[src/source/ex_pkg.sv]
/*
  Widths, functional unit indices and micro-op encodings of the execute stage.
  Widths are fixed by RV32 and are not meant to be changed.
  Conditional branches must keep 2'b00 in the top two micro-op bits.
*/
package ex_pkg;

    // ----------------------------------------------------------------------
    // Widths
    // ----------------------------------------------------------------------
    localparam int XLEN    = 32;            // Data word
    localparam int RD_W    = 5;             // Register address
    localparam int UOP_W   = 5;             // Micro-op code
    localparam int FU_W    = 4;             // One-hot functional unit
    localparam int SHAMT_W = $clog2(XLEN);  // Shift amount bits of opr_b

    // Bit positions inside the one-hot unit field
    localparam int FU_ALU = 0;
    localparam int FU_LSU = 1;
    localparam int FU_CFU = 2;
    localparam int FU_CSR = 3;

    // LSU micro-op flags, low bits left for size and sign
    localparam int LSU_LOAD_BIT  = 3;
    localparam int LSU_STORE_BIT = 4;

    // Top-two-bit group of conditional branches
    localparam logic [1:0] CFU_GRP_COND = 2'b00;

    // ----------------------------------------------------------------------
    // Operation encodings
    // ----------------------------------------------------------------------
    typedef enum logic [UOP_W-1:0] {
        ALU_ADD  = 5'b00_000,
        ALU_SUB  = 5'b00_001,
        ALU_XOR  = 5'b00_010,
        ALU_OR   = 5'b00_011,
        ALU_AND  = 5'b00_100,
        ALU_SLL  = 5'b01_000,
        ALU_SRL  = 5'b01_001,
        ALU_SRA  = 5'b01_010,
        ALU_SLT  = 5'b10_000,
        ALU_SLTU = 5'b10_001
    } alu_op_e;

    typedef enum logic [UOP_W-1:0] {
        CFU_BEQ       = 5'b00_001,  // Conditional group 00
        CFU_BNE       = 5'b00_010,
        CFU_BLT       = 5'b00_011,
        CFU_BGE       = 5'b00_100,
        CFU_BLTU      = 5'b00_101,
        CFU_BGEU      = 5'b00_110,
        CFU_JMP       = 5'b10_001,  // Unconditional group 10
        CFU_JALI      = 5'b10_010,
        CFU_JALR      = 5'b10_100,
        CFU_NOT_TAKEN = 5'b11_000,  // Branch outcome, rewritten here
        CFU_TAKEN     = 5'b11_001
    } cfu_op_e;

    typedef enum logic [2:0] {
        BR_NONE = 3'd0,
        BR_EQ   = 3'd1,
        BR_NE   = 3'd2,
        BR_LT   = 3'd3,
        BR_GE   = 3'd4,
        BR_LTU  = 3'd5,
        BR_GEU  = 3'd6
    } br_cond_e;

endpackage

[src/source/ex_op_if.sv]
/*
  Decoded operation and ALU results shared inside the execute stage.
  Purely combinational, no clock.
*/
`timescale 1ns/1ns

interface ex_op_if;

    logic [ex_pkg::FU_W-1:0] fu;          // One-hot unit
    ex_pkg::alu_op_e         alu_fn;      // Selected ALU function
    ex_pkg::br_cond_e        br_cond;     // Branch condition, NONE if not a branch
    logic [ex_pkg::XLEN-1:0] opr_a;
    logic [ex_pkg::XLEN-1:0] opr_b;
    logic [ex_pkg::XLEN-1:0] opr_c;       // Store data, link target or CSR data

    logic [ex_pkg::XLEN-1:0] alu_result;  // Output of selected function
    logic [ex_pkg::XLEN-1:0] add_out;     // Shared adder output
    logic                    br_taken;    // Condition holds

    // Decoder drives op fields
    modport decode (output fu, alu_fn, br_cond, opr_a, opr_b, opr_c);

    // ALU computes from them
    modport exec (input alu_fn, br_cond, opr_a, opr_b,
                  output alu_result, add_out, br_taken);

    // Result stage sees everything
    modport result (input fu, alu_fn, br_cond, opr_a, opr_b, opr_c,
                    alu_result, add_out, br_taken);

endinterface

[src/source/ex_alu.sv]
/*
  Single-cycle ALU with one shared adder/subtractor.
  Compare outputs are only meaningful when decode selected SUB, SLT or SLTU.
  add_out equals opr_a + opr_b whenever the function is ADD.
*/
`timescale 1ns/1ns

module ex_alu (
    ex_op_if.exec io_op  // Function in, results out
);

    localparam int XL = ex_pkg::XLEN;

    logic                      do_sub;    // Invert opr_b and carry in
    logic [XL-1:0]             opr_b_op;  // Adder right hand side
    logic [XL:0]               sum_ext;   // Sum with carry out
    logic [XL-1:0]             sum;
    logic [ex_pkg::SHAMT_W-1:0] shamt;
    logic [XL-1:0]             sll_out;
    logic [XL-1:0]             srl_out;
    logic [XL-1:0]             sra_out;
    logic                      cmp_eq;
    logic                      cmp_lt;
    logic                      cmp_ltu;

    // ----------------------------------------------------------------------
    // Adder / subtractor
    // ----------------------------------------------------------------------
    assign do_sub = (io_op.alu_fn == ex_pkg::ALU_SUB) ||
                    (io_op.alu_fn == ex_pkg::ALU_SLT) ||
                    (io_op.alu_fn == ex_pkg::ALU_SLTU);

    assign opr_b_op = io_op.opr_b ^ {XL{do_sub}};               // One's complement
    assign sum_ext  = {1'b0, io_op.opr_a} + {1'b0, opr_b_op} +
                      {{XL{1'b0}}, do_sub};                     // +1 completes negate
    assign sum      = sum_ext[XL-1:0];

    assign io_op.add_out = sum;

    // Comparators from the difference
    assign cmp_eq  = (sum == '0);
    assign cmp_ltu = !sum_ext[XL];                               // Borrow out
    assign cmp_lt  = (io_op.opr_a[XL-1] != io_op.opr_b[XL-1]) ?
                     io_op.opr_a[XL-1] :                         // Signs differ
                     sum[XL-1];                                  // Same sign, no overflow

    // ----------------------------------------------------------------------
    // Shifter
    // ----------------------------------------------------------------------
    assign shamt   = io_op.opr_b[ex_pkg::SHAMT_W-1:0];
    assign sll_out = io_op.opr_a << shamt;
    assign srl_out = io_op.opr_a >> shamt;
    assign sra_out = $signed(io_op.opr_a) >>> shamt;             // Sign fill

    // Function mux
    always_comb begin
        case (io_op.alu_fn)
            ex_pkg::ALU_ADD,
            ex_pkg::ALU_SUB:  io_op.alu_result = sum;
            ex_pkg::ALU_XOR:  io_op.alu_result = io_op.opr_a ^ io_op.opr_b;
            ex_pkg::ALU_OR:   io_op.alu_result = io_op.opr_a | io_op.opr_b;
            ex_pkg::ALU_AND:  io_op.alu_result = io_op.opr_a & io_op.opr_b;
            ex_pkg::ALU_SLL:  io_op.alu_result = sll_out;
            ex_pkg::ALU_SRL:  io_op.alu_result = srl_out;
            ex_pkg::ALU_SRA:  io_op.alu_result = sra_out;
            ex_pkg::ALU_SLT:  io_op.alu_result = {{(XL-1){1'b0}}, cmp_lt};
            ex_pkg::ALU_SLTU: io_op.alu_result = {{(XL-1){1'b0}}, cmp_ltu};
            default:          io_op.alu_result = '0;             // Undefined code
        endcase
    end

    // ----------------------------------------------------------------------
    // Branch condition
    // ----------------------------------------------------------------------
    always_comb begin
        case (io_op.br_cond)
            ex_pkg::BR_EQ:  io_op.br_taken = cmp_eq;
            ex_pkg::BR_NE:  io_op.br_taken = !cmp_eq;
            ex_pkg::BR_LT:  io_op.br_taken = cmp_lt;
            ex_pkg::BR_GE:  io_op.br_taken = !cmp_lt;
            ex_pkg::BR_LTU: io_op.br_taken = cmp_ltu;
            ex_pkg::BR_GEU: io_op.br_taken = !cmp_ltu;
            default:        io_op.br_taken = 1'b0;               // Not a branch
        endcase
    end

endmodule

[src/source/ex_decode.sv]
/*
  Maps unit and micro-op onto an ALU function and a branch condition.
  ALU micro-ops pass straight through as the function code.
  Combinational, no latency.
*/
`timescale 1ns/1ns

module ex_decode (
    input  logic [ex_pkg::FU_W-1:0]  i_fu,     // One-hot functional unit
    input  logic [ex_pkg::UOP_W-1:0] i_uop,    // Micro-op
    input  logic [ex_pkg::XLEN-1:0]  i_opr_a,
    input  logic [ex_pkg::XLEN-1:0]  i_opr_b,
    input  logic [ex_pkg::XLEN-1:0]  i_opr_c,
    ex_op_if.decode                  o_op      // Decoded op to ALU and result
);

    logic fu_alu;
    logic fu_cfu;
    logic cfu_cond;    // Conditional branch

    assign fu_alu   = i_fu[ex_pkg::FU_ALU];
    assign fu_cfu   = i_fu[ex_pkg::FU_CFU];
    assign cfu_cond = fu_cfu && (i_uop[ex_pkg::UOP_W-1 -: 2] == ex_pkg::CFU_GRP_COND);

    // ----------------------------------------------------------------------
    // Function select
    // ----------------------------------------------------------------------
    always_comb begin
        if (fu_alu) begin
            o_op.alu_fn = ex_pkg::alu_op_e'(i_uop);  // Same encoding
        end else if (cfu_cond) begin
            o_op.alu_fn = ex_pkg::ALU_SUB;           // Comparators run off subtract
        end else begin
            o_op.alu_fn = ex_pkg::ALU_ADD;           // Load/store address, jalr target
        end
    end

    // Branch condition, NONE outside the conditional group
    always_comb begin
        o_op.br_cond = ex_pkg::BR_NONE;
        if (cfu_cond) begin
            case (i_uop)
                ex_pkg::CFU_BEQ:  o_op.br_cond = ex_pkg::BR_EQ;
                ex_pkg::CFU_BNE:  o_op.br_cond = ex_pkg::BR_NE;
                ex_pkg::CFU_BLT:  o_op.br_cond = ex_pkg::BR_LT;
                ex_pkg::CFU_BGE:  o_op.br_cond = ex_pkg::BR_GE;
                ex_pkg::CFU_BLTU: o_op.br_cond = ex_pkg::BR_LTU;
                ex_pkg::CFU_BGEU: o_op.br_cond = ex_pkg::BR_GEU;
                default:          o_op.br_cond = ex_pkg::BR_NONE;  // Unused code
            endcase
        end
    end

    // Operands and unit go through untouched
    assign o_op.fu    = i_fu;
    assign o_op.opr_a = i_opr_a;
    assign o_op.opr_b = i_opr_b;
    assign o_op.opr_c = i_opr_c;

endmodule

[src/source/ex_result.sv]
/*
  Per-unit result select and the single output pipeline register.
  One item held at most, no skid buffer, so o_busy follows i_busy while full.
  o_res_b loads only for stores, CSR ops and traps.
*/
`timescale 1ns/1ns

module ex_result (
    input  logic                      g_clk,
    input  logic                      i_rst_n,      // Async, active low
    ex_op_if.result                   i_op,         // Decoded op and ALU results
    input  logic [ex_pkg::RD_W-1:0]   i_rd,
    input  logic [ex_pkg::UOP_W-1:0]  i_uop,
    input  logic                      i_trap,       // Cause sits in rd
    input  logic                      i_valid,
    input  logic                      i_flush,
    input  logic                      i_busy,       // Writeback stalled
    output logic                      o_busy,
    output logic                      o_valid,
    output logic [ex_pkg::RD_W-1:0]   o_rd,
    output logic [ex_pkg::XLEN-1:0]   o_res_a,
    output logic [ex_pkg::XLEN-1:0]   o_res_b,
    output logic [ex_pkg::UOP_W-1:0]  o_uop,
    output logic [ex_pkg::FU_W-1:0]   o_fu,
    output logic                      o_trap,
    output logic [ex_pkg::XLEN-1:0]   o_fwd_wdata,  // Same cycle as input
    output logic                      o_fwd_load,
    output logic                      o_fwd_csr
);

    localparam int XL = ex_pkg::XLEN;

    logic                     fu_alu;
    logic                     fu_lsu;
    logic                     fu_cfu;
    logic                     fu_csr;
    logic                     lsu_load;
    logic                     lsu_store;
    logic                     cfu_cond;
    logic                     cfu_jalr;
    logic                     accept;     // Item enters register this edge
    logic                     ld_res_b;
    logic [XL-1:0]            n_res_a;
    logic [XL-1:0]            n_res_b;
    logic [ex_pkg::UOP_W-1:0] n_uop;

    assign fu_alu    = i_op.fu[ex_pkg::FU_ALU];
    assign fu_lsu    = i_op.fu[ex_pkg::FU_LSU];
    assign fu_cfu    = i_op.fu[ex_pkg::FU_CFU];
    assign fu_csr    = i_op.fu[ex_pkg::FU_CSR];
    assign lsu_load  = fu_lsu && i_uop[ex_pkg::LSU_LOAD_BIT];
    assign lsu_store = fu_lsu && i_uop[ex_pkg::LSU_STORE_BIT];
    assign cfu_cond  = fu_cfu && (i_uop[ex_pkg::UOP_W-1 -: 2] == ex_pkg::CFU_GRP_COND);
    assign cfu_jalr  = fu_cfu && (i_uop == ex_pkg::CFU_JALR);

    // ----------------------------------------------------------------------
    // Next-state values
    // ----------------------------------------------------------------------
    always_comb begin
        n_res_a = '0;
        if (fu_alu) begin
            n_res_a = i_op.alu_result;
        end else if (fu_lsu) begin
            n_res_a = i_op.add_out;                       // Effective address
        end else if (cfu_jalr) begin
            n_res_a = {i_op.add_out[XL-1:1], 1'b0};       // rs1 + imm, bit 0 cleared
        end else if (fu_cfu) begin
            n_res_a = {i_op.opr_c[XL-1:1], 1'b0};         // Precomputed target
        end else if (fu_csr) begin
            n_res_a = i_op.opr_a;                         // CSR write data
        end
    end

    // Trap cause wins over store or CSR data
    assign n_res_b = i_trap ? {{(XL-ex_pkg::RD_W){1'b0}}, i_rd} : i_op.opr_c;

    assign n_uop = !cfu_cond    ? i_uop                  :
                   i_op.br_taken ? ex_pkg::CFU_TAKEN      :
                                   ex_pkg::CFU_NOT_TAKEN;

    // ----------------------------------------------------------------------
    // Handshake
    // ----------------------------------------------------------------------
    assign o_busy   = o_valid && i_busy;
    assign accept   = i_valid && !o_busy && !i_flush;     // Flush blocks entry
    assign ld_res_b = accept && (i_trap || lsu_store || fu_csr);

    always_ff @(posedge g_clk or negedge i_rst_n) begin
        if (!i_rst_n) begin
            o_valid <= 1'b0;
        end else if (i_flush) begin
            o_valid <= 1'b0;                              // Drop held item
        end else if (accept) begin
            o_valid <= 1'b1;
        end else if (!i_busy) begin
            o_valid <= 1'b0;                              // Item left, nothing new
        end
    end

    // Output register, loads only on acceptance
    always_ff @(posedge g_clk or negedge i_rst_n) begin
        if (!i_rst_n) begin
            o_rd    <= '0;
            o_res_a <= '0;
            o_res_b <= '0;
            o_uop   <= '0;
            o_fu    <= '0;
            o_trap  <= 1'b0;
        end else begin
            if (accept) begin
                o_rd    <= i_rd;
                o_res_a <= n_res_a;
                o_uop   <= n_uop;
                o_fu    <= i_op.fu;
                o_trap  <= i_trap;
            end
            if (ld_res_b) begin
                o_res_b <= n_res_b;                       // Otherwise keeps old value
            end
        end
    end

    // Forwarding straight from next-state values
    assign o_fwd_wdata = n_res_a;
    assign o_fwd_load  = lsu_load;
    assign o_fwd_csr   = fu_csr;

endmodule

[src/source/ex_stage_top.sv]
/*
  Execute stage top. One instruction per valid/busy handshake, one cycle latency.
  Forwarding outputs reflect the current inputs, unregistered.
*/
`timescale 1ns/1ns

module ex_stage_top (
    input  logic                      g_clk,
    input  logic                      i_rst_n,
    // Upstream handshake
    input  logic                      i_valid,
    output logic                      o_busy,
    input  logic                      i_flush,
    // Decoded instruction
    input  logic [ex_pkg::RD_W-1:0]   i_rd,
    input  logic [ex_pkg::XLEN-1:0]   i_opr_a,
    input  logic [ex_pkg::XLEN-1:0]   i_opr_b,
    input  logic [ex_pkg::XLEN-1:0]   i_opr_c,
    input  logic [ex_pkg::UOP_W-1:0]  i_uop,
    input  logic [ex_pkg::FU_W-1:0]   i_fu,
    input  logic                      i_trap,
    // Forwarding
    output logic [ex_pkg::RD_W-1:0]   o_fwd_rd,
    output logic [ex_pkg::XLEN-1:0]   o_fwd_wdata,
    output logic                      o_fwd_load,
    output logic                      o_fwd_csr,
    // Downstream handshake and payload
    output logic                      o_valid,
    input  logic                      i_busy,
    output logic [ex_pkg::RD_W-1:0]   o_rd,
    output logic [ex_pkg::XLEN-1:0]   o_res_a,
    output logic [ex_pkg::XLEN-1:0]   o_res_b,
    output logic [ex_pkg::UOP_W-1:0]  o_uop,
    output logic [ex_pkg::FU_W-1:0]   o_fu,
    output logic                      o_trap
);

    ex_op_if op_if ();  // Decode to ALU to result

    ex_decode u_decode (
        .i_fu    (i_fu),
        .i_uop   (i_uop),
        .i_opr_a (i_opr_a),
        .i_opr_b (i_opr_b),
        .i_opr_c (i_opr_c),
        .o_op    (op_if.decode)
    );

    ex_alu u_alu (
        .io_op (op_if.exec)
    );

    ex_result u_result (
        .g_clk       (g_clk),
        .i_rst_n     (i_rst_n),
        .i_op        (op_if.result),
        .i_rd        (i_rd),
        .i_uop       (i_uop),
        .i_trap      (i_trap),
        .i_valid     (i_valid),
        .i_flush     (i_flush),
        .i_busy      (i_busy),
        .o_busy      (o_busy),
        .o_valid     (o_valid),
        .o_rd        (o_rd),
        .o_res_a     (o_res_a),
        .o_res_b     (o_res_b),
        .o_uop       (o_uop),
        .o_fu        (o_fu),
        .o_trap      (o_trap),
        .o_fwd_wdata (o_fwd_wdata),
        .o_fwd_load  (o_fwd_load),
        .o_fwd_csr   (o_fwd_csr)
    );

    assign o_fwd_rd = i_rd;  // Destination of the op now in execute

endmodule

[config.mk]
export PLATFORM = sky130hd
export DESIGN_NAME = ex_stage_top
export DESIGN_NICKNAME = d
export VERILOG_FILES = /design/src/source/ex_pkg.sv /design/src/source/ex_op_if.sv /design/src/source/ex_alu.sv /design/src/source/ex_decode.sv /design/src/source/ex_result.sv /design/src/source/ex_stage_top.sv
export SDC_FILE = /design/constraint.sdc
export NUM_CORES = 1
export LEC_CHECK = 0
export BUFFER_PORTS_ARGS = -buffer_cell sky130_fd_sc_hd__buf_2
export CORE_AREA = 2 2 180 182
export DETAILED_ROUTE_END_ITERATION = 8
export DIE_AREA = 0 0 182 184
export GPL_TIMING_DRIVEN = 0
export HOLD_SLACK_MARGIN = 0.12
export PLACE_DENSITY_LB_ADDON = 0.2
export SLEW_MARGIN = 5
export SYNTH_ARGS = -nofsm -noshare
export SYNTH_HDL_FRONTEND = slang
export SYNTH_HIERARCHICAL = 1
export SYNTH_SLANG_ARGS = --single-unit
[constraint.sdc]
create_clock -name g_clk -period 5.4 [get_ports g_clk]
set_clock_uncertainty 0.05 [all_clocks]
set_input_delay 0.54 -clock g_clk [delete_from_list [all_inputs] [get_ports g_clk]]
set_output_delay 0.54 -clock g_clk [all_outputs]
set_load 0.005 [all_outputs]
After elaboration in Yosys (flattened, before gate mapping)
Cells that the tools add are included.
{ "word_totals": {"reg_bits": 80, "in_bits": 116, "output_inout_bits": 120, "wordCells": 79} }
{ "op_classes": {"addsub": 2, "eq_ne": 24, "shift": 3, "n_mux": 18, "n_bitwise": 4, "reduce_logical": 21} }
{ "op_table": {"columns": ["cell", "n"], "rows": [
  ["one-hot mux 32 bit (9 select lines)", 1],
  ["2-to-1 mux 32 bit", 6],
  ["bitwise XOR 32 bit", 2],
  ["adder 32 x 32 -> 33 bit", 1],
  ["adder 33 x 1 -> 33 bit", 1],
  ["AND 32 bit", 1],
  ["zero test 32 bit", 1],
  ["bitwise OR 32 bit", 1],
  ["left shift 32 x 5 -> 32 bit", 1],
  ["right shift 32 x 5 -> 32 bit", 1],
  [">>> shifter 32 x 5 -> 32 bit", 1],
  ["equality test 5 x 2 -> 1 bit, second input constant", 4],
  ["equality test 5 x 3 -> 1 bit, second input constant", 4],
  ["one-hot mux 3 bit (6 select lines)", 1],
  ["equality test 5 x 4 -> 1 bit, second input constant", 3],
  ["equality test 5 bit, second input constant", 3],
  ["equality test 5 x 1 -> 1 bit, second input constant", 2],
  ["2-to-1 mux 5 bit", 2],
  ["equality test 3 bit, second input constant", 3],
  ["logical AND 1 bit", 8],
  ["equality test 3 x 2 -> 1 bit, second input constant", 2],
  ["2-to-1 mux 1 bit", 6],
  ["one-hot mux 1 bit (6 select lines)", 1],
  ["zero test 1 bit", 5],
  ["other kinds (8)", 11]
]} }

Depth between registers and ports, before layout
Gate-level depths: netlist of the first run.
{ "depth": {"word_depth": 15, "ltp_mapped": 22} }

Cells and area by module
Netlist of the first run, hierarchy kept.
{ "modules_own_cells": {"columns": ["module", "n_inst", "cells_per_inst", "area_per_inst_um2"], "rows": [
  ["ex_alu", 1, 1150, 7572.3],
  ["ex_result", 1, 481, 5260.0],
  ["ex_decode", 1, 112, 830.8],
  ["ex_stage_top", 1, 5, 37.5]
]} }

Least setup slack after synthesis of the first run
No wires, ideal clock.
{ "synth_path": {"path_kind": "in2out", "startpoint": "input port i_uop[1] (netlist name)", "endpoint": "output port o_fwd_wdata[0] (netlist name)", "arrival_ns": 4.898, "t_required_ns": 4.810, "setup_slack_ns": -0.088, "stages": 20, "n_path_buf": 4, "path_cell_list": "and2_1 > buf_6 > or3_1 > clkbuf_1 > nor2_1 > clkbuf_1 > xnor2_1 > ha_1 > clkbuf_1 > a2111o_1 > a31oi_1 > o21ai_1 > o31ai_1 > o21ai_1 > nand4_1 > o211ai_1 > mux2i_1 > o21ai_0 > a31o_2 > mux2_2"} }
{ "synth_between": {"elab_chain_cells": 10, "elab_cells_between_ends": 25, "classes_between": "add/sub (2); eq/ne (10); mux (6); bitwise (1); reduce/logical (6)"} }
{ "synth_rtl": {"columns": ["element", "line_no", "text"], "rows": [
  ["start, declared", "ex_stage_top.sv:19", "input logic [ex_pkg::UOP_W-1:0] i_uop,"],
  ["2-to-1 mux 5 bit (*)", "ex_decode.sv:29", "if (fu_alu) begin"],
  ["equality test 5 x 1 -> 1 bit / equality test 5 bit (equally long branches)", "ex_alu.sv:29, ex_alu.sv:30", null],
  ["logical OR 1 bit", "ex_alu.sv:29", "assign do_sub = (io_op.alu_fn == ex_pkg::ALU_SUB) ||"],
  ["logical OR 1 bit (*)", "ex_alu.sv:30", "(io_op.alu_fn == ex_pkg::ALU_SLT) ||"],
  ["bitwise XOR 32 bit", "ex_alu.sv:33", "assign opr_b_op = io_op.opr_b ^ {XL{do_sub}};"],
  ["adder 32 x 32 -> 33 bit", "ex_alu.sv:34", "assign sum_ext = {1'b0, io_op.opr_a} + {1'b0, opr_b_op} +"],
  ["adder 33 x 1 -> 33 bit (*)", "ex_alu.sv:34", null],
  ["via op_if.add_out (one bit)", "ex_op_if.sv:17", "logic [ex_pkg::XLEN-1:0] add_out;"],
  ["2-to-1 mux 1 bit (*)", "ex_alu.sv:43", "assign cmp_lt = (io_op.opr_a[XL-1] != io_op.opr_b[XL-1]) ?"],
  ["one-hot mux 32 bit (9 select lines) (*)", "ex_alu.sv:57", "case (io_op.alu_fn)"],
  ["via op_if.alu_result (one bit)", "ex_op_if.sv:16", "logic [ex_pkg::XLEN-1:0] alu_result;"],
  ["2-to-1 mux 32 bit (*)", "ex_result.sv:61", "if (fu_alu) begin"],
  ["end, declared", "ex_stage_top.sv:24", "output logic [ex_pkg::XLEN-1:0] o_fwd_wdata,"]
]} }
The timed path passes the listed nets; every way through them passes the cells marked *.

Final worst setup path of the first run
{ "layout_path": {"startpoint": "input port i_fu[0] (netlist name)", "endpoint": "output port o_fwd_wdata[0] (netlist name)"} }
{ "layout_between": {"elab_chain_cells": 10, "elab_cells_between_ends": 22, "classes_between": "add/sub (2); eq/ne (9); mux (5); bitwise (1); reduce/logical (5)"} }
{ "layout_rtl": {"columns": ["element", "line_no", "text"], "rows": [
  ["start, declared", "ex_stage_top.sv:20", "input logic [ex_pkg::FU_W-1:0] i_fu,"],
  ["2-to-1 mux 5 bit (*)", "ex_decode.sv:29", null],
  ["via op_if.alu_fn[1]", "ex_op_if.sv:10", "ex_pkg::alu_op_e alu_fn;"],
  ["equality test 5 x 1 -> 1 bit / equality test 5 bit (equally long branches)", "ex_alu.sv:29, ex_alu.sv:30", null],
  ["logical OR 1 bit", "ex_alu.sv:29", null],
  ["logical OR 1 bit (*)", "ex_alu.sv:30", null],
  ["bitwise XOR 32 bit", "ex_alu.sv:33", null],
  ["adder 32 x 32 -> 33 bit", "ex_alu.sv:34", null],
  ["adder 33 x 1 -> 33 bit (*)", "ex_alu.sv:34", null],
  ["via op_if.add_out (one bit)", "ex_op_if.sv:17", null],
  ["2-to-1 mux 1 bit (*)", "ex_alu.sv:43", null],
  ["one-hot mux 32 bit (9 select lines) (*)", "ex_alu.sv:57", null],
  ["via op_if.alu_result (one bit)", "ex_op_if.sv:16", null],
  ["2-to-1 mux 32 bit (*)", "ex_result.sv:61", null]
]} }
Marks and branches as above.

==> metrics.txt, run 1 <==
synthesized flop and latch total 80; H-tree depth 3; Max-cap violations 0; area grow syn2layout 19.0%; clock-pin slew on the worst setup and hold paths 0.06 ns; CTS buffer count 9; largest family of logic cells by synthesized area compound AO/OA/AOI/OAI gates; IO buf count 136; num rows 65; Routed Antenna Nets 0; Max Transition Viols Final 0; largest net degree at the start of global routing 59; Setup TNS -0.205 ns; Most common cell on crit path buf_2; first-pass GRT wire length 96000 um; drt wl/cell 28.9 um; Synth Area in Compound Gates 26.9%; crit path cell chain buf_2 > and2_4 > buf_6 > or3_4 > nor2_4 > buf_8 > xnor2_1 > ha_1 > clkbuf_1 > a21oi_1 > o21ai_0 > a211oi_1 > o21ai_4 > nand4_1 > o211ai_1 > buf_4 > mux2i_4 > o21ai_2 > a31o_2 > mux2_4 > buf_2; synthesized area per cell 7.84 um^2; Synth area leader dfrtp_1; violated checks negative setup slack; Worst setup EP type output port; TritonCTS clock tree done; total wire length 68000 um; Die Span Y 184 um; Final HPWL DP 55600 um; fraction of layout cells with a size suffix above 1 29.3%; Net Sw Power 1720 uW; ys async rst share 100%; WP data arrival 4.97 ns; worst hold path type primary input to flip-flop; Post-route DRC 0; Root Buffer clkbuf_16; multiplexer share of the synthesized area 14.3%; die area 0.0335 mm^2; YS warnings 6; Mapped Cells 1748; outcome finished with violations; pwr/cell area 235 mW/mm^2; library cells used by synthesis 86; crit path max fanout 10; area share of the largest cell type after synthesis 14.6%; WS Path Type primary input to output port; sequential share of the synthesized area 14.6%; Pint 2110 uW; core area 0.0314 mm^2; # diodes 0; Worst-Skew Late Latency 0.34 ns; fin crit share 103%; Final Worst Setup Slack -0.158 ns; grt total ovfl 0; adder-cell share of the synthesized area 9.00%; Initial Util 43.6%; DRT iter0 DRCs 1681; drt pass-1 iters 6; XOR/XNOR Fraction of Synth Area 3.32%; Max Fclk 180 MHz; Comb pwr share 62.0%; RSZ-0062 raised after global routing true; CP max stage cell a211oi_1; fillers 3126; setup violators final 2; Avg Vias per Cell 6.47; syn nets 1962; Primary FF master, synth dfrtp_1; cell area after synthesis 0.0137 mm^2; RePlAce Congestion 1.07; IO Pins 236; antenna violations before repair 0; sw frac 44.9%; crit-path max cell delay 0.54 ns; width of the die 182 um; GRT Total Usage 38.9%; CP Launch Type primary input; simple-gate share of the synthesized area 19.7%; Hold Fails Final Rpt 0; Max clock buf depth 2; Synth area leaders dfrtp_1 15%, ha_1 8.9%, mux2_2 7.3%; Flop pwr share 20.7%; peak supply drop 0.000188 V; total power 3840 uW; vias after detailed routing 15200; fin crit period 5.56 ns; vias in the first global route 14400; Max-slew headroom 14.4%; CTS sink cnt 80; Worst Max-Slew Pin Slew 1.27 ns; clock network fraction of total power 17.3%; required time worst endpoint 4.81 ns; EDFF count, synth 0; Final nets 2160; P_leak 0.00756 uW
[repair_timing]
item                                   4_1_cts  5_1_grt
gates resized for setup                     79       82
setup endpoints to repair                   55       20
buffers inserted                            22       37
hold buffers                                 1        0
cloned                                       0        0
endpoints found under the hold margin       22        0
pin swaps                                   20       36
[metal layers]
metal	up-vias	part of all wire, %	GRT usage, %
li1	6681	-	-
met1	7540	43	54.4
met2	868	44	60.1
met3	125	10	8.78
met4	2	2.9	9.97
met5	-	0.072	1.19
[kinds of logic (layout without fill, tap and decap cells)]
kind of cell	after synthesis	count (layout)
compound gates	512	512
xor+xnor	52	52
fa+ha+maj	98	98
buf+inv	319	522
flops	80	80
mux	175	175
simple gates	512	512
[cells in the final DEF, fill, tap and decap left out, types with 32 or more instances in the layout]
master	netlist	routed
mux2i_1	77	76
xnor2_1	44	36
a211oi_1	49	47
buf_4	106	164
and3b_1	32	32
inv_1	78	77
mux2_2	89	87
nor3b_1	32	32
nor2b_1	66	65
ha_1	97	87
buf_2	20	151
clkbuf_1	97	76
nor2_1	107	103
o21ai_0	135	128
a21oi_1	80	71
a21o_1	39	39
dfrtp_1	80	80
nand2_1	150	149
[sequential cells by signal, indices dropped and copies added, names as in the netlist]
register / count
u_result/o_fu: 4
u_result/o_uop: 5
u_result/o_valid: 1
u_result/o_res_b: 32
u_result/o_rd: 5
u_result/o_res_a: 32
u_result/o_trap: 1
[cells in the mapped netlist, drive strengths merged, types with 4 or more instances]
cell type    n
nor2       108
nand4       13
a211o        6
nor3b       33
a221o        8
a21boi       5
o41ai       31
o21a         7
a21oi       80
inv         79
mux2        90
clkbuf      99
nor3        15
o2111ai      5
xnor2       44
nor4         5
a22o         6
o211ai      29
or2          4
nand3       24
o221ai       6
nand2      150
a21o        39
o21ai      138
and2        13
a221oi      14
a31oi       11
nand2b       8
nor2b       66
dfrtp       80
a22oi       27
or3         11
o22ai       10
and3        10
xor2         8
a2111oi      5
o31ai        9
buf        141
a211oi      49
and4         7
mux2i       77
mux4         8
ha          97
and3b       32
[cell type report]
class	count	area (um^2)	area share, %
Clock buffer	13	280	1.72
Inverter	79	297	1.82
Multi-Input combinational cell	1349	10600	64.9
Timing Repair Buffer	197	1190	7.28
Sequential cell	80	2000	12.3
Clock inverter	3	46.3	0.284
Tap cell	402	503	3.09
Buffer	230	1410	8.62
[path summary, 6_finish.rpt]
path / startpoint / to / slack, ns / depth (start not counted)
max in group asynchronous: i_rst_n / u_result/o_res_b[9] / 4.09 / 3
setup reg to reg: u_result/o_valid / u_result/o_res_b[10] / 3.38 / 6
setup / recovery: i_fu[0] / o_fwd_wdata[0] / -0.16 / 21
min in group asynchronous: i_rst_n / u_result/o_res_b[26] / 0.59 / 2
hold / removal: i_flush / u_result/o_valid / 0.31 / 2
hold reg to reg: u_result/o_uop[4] / u_result/o_uop[4] / 0.44 / 2
[power groups by stage]
stage | Sequential (uW) | Combinational [uW] | Clock (uW)
finish | 794 | 2380 | 663
global placement | 795 | 2010 | 0
global route | 811 | 2490 | 702
floorplan | 815 | 1240 | 0
CTS | 794 | 2140 | 671
detailed placement | 802 | 2020 | 0
[stage by stage]
step / hold slack [ns] / worst slack (ns) / cell area, um^2 / std cells / util (%)
after floorplan: 0.194 / 0.0921 / 13700 / 1748 / -
final: 0.310 / -0.158 / 16300 / 2353 / 51.9
after global placement: 0.424 / -2.09 / 14900 / 2286 / 47.4
after CTS: 0.301 / -0.186 / 15700 / 2320 / 50.0
after detailed placement: 0.413 / -2.11 / 14900 / 2287 / 47.5
after global routing: 0.318 / -0.248 / 16300 / 2353 / 51.9
[critical path: cells and delay by family]
family,cells,cell delay (ns)
compound gates,7,1.62
xor+xnor,1,0.13
fa+ha+maj,1,0.24
buf+inv,6,1.02
mux,2,0.47
simple gates,4,0.93
No activity file was read; power rests on OpenSTA's default activity.
==> run 2: changes to the inputs <==
Settings changed: TNS_END_PERCENT from default to 5.
==> metrics.txt, run 2 (synthesized netlist as in run 1, its figures left out) <==
worst hold path type primary input to flip-flop (unchanged); H-tree depth 3 (unchanged); drt wl/cell 28.9 um (about the same); Max Fclk 182 MHz (was 180 MHz); Initial Util 43.6% (unchanged); P_leak 0.00737 uW (was 0.00756 uW); antenna violations before repair 0 (unchanged); Final nets 2133 (was 2160); Worst Max-Slew Pin Slew 1.09 ns (was 1.27 ns); CTS sink cnt 80 (unchanged); Routed Antenna Nets 0 (unchanged); width of the die 182 um (unchanged); fin cells 2327 (was 2353); die area 0.0335 mm^2 (unchanged); Avg Vias per Cell 6.48 (was 6.47); clock-pin slew on the worst setup and hold paths 0.06 ns (about the same); Worst-Skew Late Latency 0.34 ns (about the same); Max-cap violations 0 (unchanged); peak supply drop 0.000206 V (was 0.000188 V); crit path cell chain buf_4 > clkbuf_1 > clkbuf_1 > o21ai_0 > a21oi_1 > a21oi_1 > a21oi_1 > o22ai_1 > a2111oi_0 > nand2_2 > nand2_1 > o41ai_2 > buf_2 (was buf_2 > and2_4 > buf_6 > or3_4 > nor2_4 > buf_8 > xnor2_1 > ha_1 > clkbuf_1 > a21oi_1 > o21ai_0 > a211oi_1 > o21ai_4 > nand4_1 > o211ai_1 > buf_4 > mux2i_4 > o21ai_2 > a31o_2 > mux2_4 > buf_2); RePlAce Congestion 1.05 (was 1.07); fraction of layout cells with a size suffix above 1 27.1% (was 29.3%); most frequent cells in the layout 149 x buf_2, 149 x nand2_1, 140 x buf_4 (was 164 x buf_4, 151 x buf_2, 149 x nand2_1); GRT Total Usage 38.9% (about the same); violated checks negative setup slack (unchanged); Die Span Y 184 um (unchanged); outcome finished with violations (unchanged); Hold Fails Final Rpt 0 (unchanged); GR Layer Usage met3 9.55% (was 8.78%); Most common cell on crit path a21oi_1 (was buf_2); grt total ovfl 0 (unchanged); drt pass-1 iters 6 (unchanged); GR peak layer met2 (unchanged); Root Buffer clkbuf_16 (unchanged); final hold slack 0.308 ns (was 0.310 ns); Largest delay share family, worst path compound AO/OA/AOI/OAI gates (unchanged); Comb pwr share 62.0% (about the same); RSZ-0062 raised after global routing true (unchanged); TritonCTS clock tree done (unchanged); fin crit share 102% (was 103%); IO Pins 236 (unchanged); DRT iter0 DRCs 1820 (was 1681); total wire length 67200 um (was 68000 um); WS Path Type primary input to output port (unchanged); CTS buffer count 9 (unchanged); Final HPWL DP 55500 um (was 55600 um); largest registers u_result/o_res_a (32), u_result/o_res_b (32) (unchanged); first-pass GRT wire length 95800 um (was 96000 um); Bufs and invs on worst path 4 (was 6); vias in the first global route 14400 (about the same); num rows 65 (unchanged); Max Transition Viols Final 0 (unchanged); Final Worst Setup Slack -0.104 ns (was -0.158 ns); DP Cell Count 2287 (unchanged); Max clock buf depth 2 (unchanged); CP Launch Type primary input (unchanged); crit-path max cell delay 0.62 ns (was 0.54 ns); vias after detailed routing 15100 (was 15200); Flop pwr share 21.8% (was 20.7%); Pint 1970 uW (was 2110 uW); Post-route DRC 0 (unchanged); required time worst endpoint 4.81 ns (about the same); Max-slew headroom 27.3% (was 14.4%); clock network fraction of total power 16.3% (was 17.3%); core area 0.0314 mm^2 (unchanged); CP max stage cell clkbuf_1 (was a211oi_1); fin crit period 5.50 ns (was 5.56 ns); area grow syn2layout 16.4% (was 19.0%); Net Sw Power 1670 uW (was 1720 uW); IO buf count 136 (unchanged); largest net degree at the start of global routing 68 (was 59); Global Route met1 Usage 54.3% (was 54.4%); setup violators final 1 (was 2); pwr/cell area 228 mW/mm^2 (was 235 mW/mm^2); crit path max fanout 10 (unchanged); sw frac 46.0% (was 44.9%); Worst setup EP type output port (unchanged); met2 Usage GRT 58.5% (was 60.1%); WP data arrival 4.91 ns (was 4.97 ns)
-- run 2: changes by cell type in the layout (fill, tap and decap cells not counted), sizes merged --
cell,change
buf,-24
clkbuf,-4
clkinvlp,+2
bufinv,-1
clkdlybuf4s18,-1
clkinv,+1
diode,+1
-- run 2: path summary, 6_finish.rpt --
kind / slack [ns] / depth (start not counted) / end / start
setup / recovery: -0.10 / 13 / o_fwd_wdata[31] / i_opr_b[0]
hold / removal: 0.31 / 2 / u_result/o_valid / i_flush
setup reg to reg: 3.39 / 6 / u_result/o_res_b[9] / u_result/o_valid
hold reg to reg: 0.43 / 2 / u_result/o_uop[4] / u_result/o_uop[4]
max in group asynchronous: 4.14 / 3 / u_result/o_res_a[9] / i_rst_n
min in group asynchronous: 0.54 / 2 / u_result/o_res_b[29] / i_rst_n
-- run 2: worst register-to-register path, cell delays in order, from the launching register on --
cell and delay (ns):
dfrtp_1 0.37, and2_4 0.14, or3b_1 0.34, buf_2 0.20, nor2_4 0.23, buf_6 0.20, mux2_2 0.36
-- run 2: area by class of cell --
class / count / area [um^2]
Tap cell: 402 / 503
Inverter: 79 / 297
Timing Repair Buffer: 172 / 1030
Sequential cell: 80 / 2000
Clock buffer: 11 / 253
Fill cell: 3109 / 15400
Buffer: 228 / 1380
Multi-Input combinational cell: 1349 / 10400
Clock inverter: 5 / 40.0
Antenna cell: 1 / 2.50
-- run 2: layer usage --
metal  part of all wire, %  vias up
met3                    11      137
met4                   3.4        0
met1                    43     7394
met5                     0        -
met2                    43      924
li1                      -     6633
-- run 2: stage by stage --
step	worst slack [ns]	total power, uW	TNS, ns	utilization, %	instance area (um^2)
floorplan	-0.0139	2050	-0.0139	-	13700
global placement	-2.05	2800	-55.01	47.4	14900
detailed placement	-2.04	2810	-51.63	47.5	14900
CTS	-0.122	3500	-0.396	49.5	15500
global route	-0.0861	3830	-0.199	50.8	15900
finish	-0.104	3640	-0.104	50.8	15900
-- run 2: power groups by stage --
stage               Clock (uW)  Sequential, uW  Combinational, uW
floorplan                    0             815               1240
global placement             0             795               2000
detailed placement           0             803               2010
CTS                        602             793               2100
global route               631             812               2380
finish                     593             793               2260
-- run 2: repair_timing --
action | in CTS | in global routing
gates resized for setup | 62 | 63
pin swaps | 12 | 33
setup endpoints to repair | 58 | 17
buffers inserted | 9 | 24
hold buffers | 1 | 0
endpoints found under the hold margin | 13 | 0
gates cloned | 0 | 1
==> run 3: changes to the inputs <==
Settings changed: RECOVER_POWER from default to 50.
==> metrics.txt, run 3 (synthesized netlist as in run 1, its figures left out) <==
outcome finished with violations (unchanged); violated checks max-capacitance violations, max-slew violations, negative setup slack (was negative setup slack); clock-pin slew on the worst setup and hold paths 0.06 ns (about the same); CP Launch Type primary input (unchanged); hold path depth 2 (unchanged); vias after detailed routing 15100 (about the same); Max-cap violations 1 (was 0); fillers 3140 (was 3109); crit-path max cell delay 0.65 ns (was 0.62 ns); Bufs and invs on worst path 4 (unchanged); Initial Util 43.6% (unchanged); origin of the critical flop-to-flop path u_result/o_valid (unchanged); drt wl/cell 28.9 um (about the same); vias in the first global route 14400 (unchanged); Pint 1950 uW (was 1970 uW); CTS sink cnt 80 (unchanged); fin cells 2327 (unchanged); Worst-Skew Late Latency 0.34 ns (about the same); die area 0.0335 mm^2 (unchanged); Final HPWL DP 55500 um (unchanged); total wire length 67300 um (was 67200 um); width of the die 182 um (unchanged); Routed Antenna Nets 0 (unchanged); crit path max fanout 10 (unchanged); peak supply drop 0.000206 V (about the same); Max clock buf depth 2 (unchanged); Worst Max-Slew Pin Slew 3.18 ns (was 1.09 ns); Root Buffer clkbuf_16 (unchanged); clock network fraction of total power 16.4% (was 16.3%); Most common cell on crit path a21oi_1 (unchanged); WP data arrival 5.02 ns (was 4.91 ns); GRT Total Usage 38.9% (unchanged); r2r worst-path depth 6 (unchanged); instance count on the critical path 13 (unchanged); P_leak 0.00721 uW (was 0.00737 uW); num rows 65 (unchanged); Largest delay share family, worst path compound AO/OA/AOI/OAI gates (unchanged); DP Cell Count 2287 (unchanged); Worst Setup SP i_opr_b[0] (unchanged); Max-slew headroom -112% (was 27.3%); DRT iter0 DRCs 1875 (was 1820); IO Pins 236 (unchanged); required time worst endpoint 4.81 ns (about the same); core area 0.0314 mm^2 (unchanged); Setup TNS -0.210 ns (was -0.104 ns); IO buf count 136 (unchanged); first-pass GRT wire length 95800 um (unchanged); Final Worst Setup Slack -0.210 ns (was -0.104 ns); CP max stage cell a21oi_1 (was clkbuf_1); Comb pwr share 61.7% (was 62.0%); setup slack, reg-to-reg 3.37 ns (was 3.39 ns); fin crit period 5.61 ns (was 5.50 ns); r2r endpoint u_result/o_res_b[9] (unchanged); Hold Fails Final Rpt 0 (unchanged); area grow syn2layout 15.8% (was 16.4%); sw frac 46.3% (was 46.0%); RSZ-0062 raised after global routing true (unchanged); fin crit share 104% (was 102%); H-tree depth 3 (unchanged); pwr/cell area 228 mW/mm^2 (about the same); Critical Path End o_fwd_wdata[31] (unchanged); commonest non-fill, non-tap cell in the layout nand2_1; WS Path Type primary input to output port (unchanged); Post-route DRC 0 (unchanged); setup violators final 1 (unchanged); largest registers u_result/o_res_a (32), u_result/o_res_b (32) (unchanged); Flop pwr share 22.0% (was 21.8%); Max Transition Viols Final 68 (was 0); Die Span Y 184 um (unchanged); largest net degree at the start of global routing 68 (unchanged); fraction of layout cells with a size suffix above 1 24.7% (was 27.1%); Max Fclk 178 MHz (was 182 MHz); worst hold path type primary input to flip-flop (unchanged); most frequent cells in the layout 149 x nand2_1, 139 x buf_4, 133 x o21ai_0 (was 149 x buf_2, 149 x nand2_1, 140 x buf_4); antenna violations before repair 0 (unchanged); Net Sw Power 1680 uW (was 1670 uW); CTS buffer count 9 (unchanged); grt total ovfl 0 (unchanged); drt pass-1 iters 5 (was 6); Finished Core Util 50.6% (was 50.8%); Final nets 2133 (unchanged); Avg Vias per Cell 6.48 (about the same); Worst setup EP type output port (unchanged); TritonCTS clock tree done (unchanged); crit path cell chain buf_4 > clkbuf_1 > clkbuf_1 > o21ai_0 > a21oi_1 > a21oi_1 > a21oi_1 > o22ai_1 > a2111oi_0 > nand2_2 > nand2_1 > o41ai_2 > buf_2 (unchanged); RePlAce Congestion 1.05 (unchanged)
run 3: final cells by class:
class	count	area (um^2)	area share (%)
Antenna cell	1	2.50	0.0158
Inverter	79	297	1.87
Multi-Input combinational cell	1349	10400	65.8
Clock buffer	11	253	1.59
Sequential cell	80	2000	12.6
Clock inverter	5	40.0	0.252
Buffer	228	1380	8.72
Tap cell	402	503	3.17
Timing Repair Buffer	172	951	5.99
run 3: what timing repair did:
| action | 4_1_cts | 5_1_grt |
|---|---|---|
| hold buffers | 1 | 0 |
| cloned | 0 | 1 |
| endpoints found under the setup margin | 58 | 17 |
| pin swaps | 12 | 33 |
| hold endpoints to repair | 13 | 0 |
| gates resized for setup | 62 | 63 |
| setup buffers | 9 | 24 |
run 3: per-stage QoR:
stage	worst slack (ns)	cell area [um^2]	total power, uW	hold WS (ns)
finish	-0.210	15900	3630	0.310
global route	-0.0861	15900	3810	0.316
CTS	-0.122	15500	3500	0.300
detailed placement	-2.04	14900	2810	0.357
global placement	-2.05	14900	2800	0.415
floorplan	-0.0139	13700	2050	0.194
run 3: layer usage:
| metal | global-route usage [%] | wire (um) | vias to the layer above |
|---|---|---|---|
| li1 | - | - | 6627 |
| met1 | 54.3 | 29400 | 7400 |
| met2 | 58.5 | 28700 | 911 |
| met3 | 9.55 | 6890 | 137 |
| met4 | 13.2 | 2290 | 0 |
| met5 | 0 | 0 | - |
run 3: how the worst min path moves through the flow:
stage / to / slack (ns) / startpoint
2_1_floorplan: u_result/o_fu[0] / 0.19 / i_rst_n
3_3_place_gp: u_result/o_res_b[1] / 0.42 / u_result/o_res_b[1]
3_5_place_dp: u_result/o_res_b[29] / 0.36 / i_rst_n
4_1_cts: u_result/o_valid / 0.30 / i_flush
5_1_grt: u_result/o_valid / 0.32 / i_flush
6_report: u_result/o_valid / 0.31 / i_flush
run 3: power by group through the flow:
stage	Clock [uW]	Combinational, uW	Sequential (uW)
finish	594	2240	797
global route	631	2360	814
CTS	602	2100	793
detailed placement	0	2010	803
global placement	0	2000	795
floorplan	0	1240	815
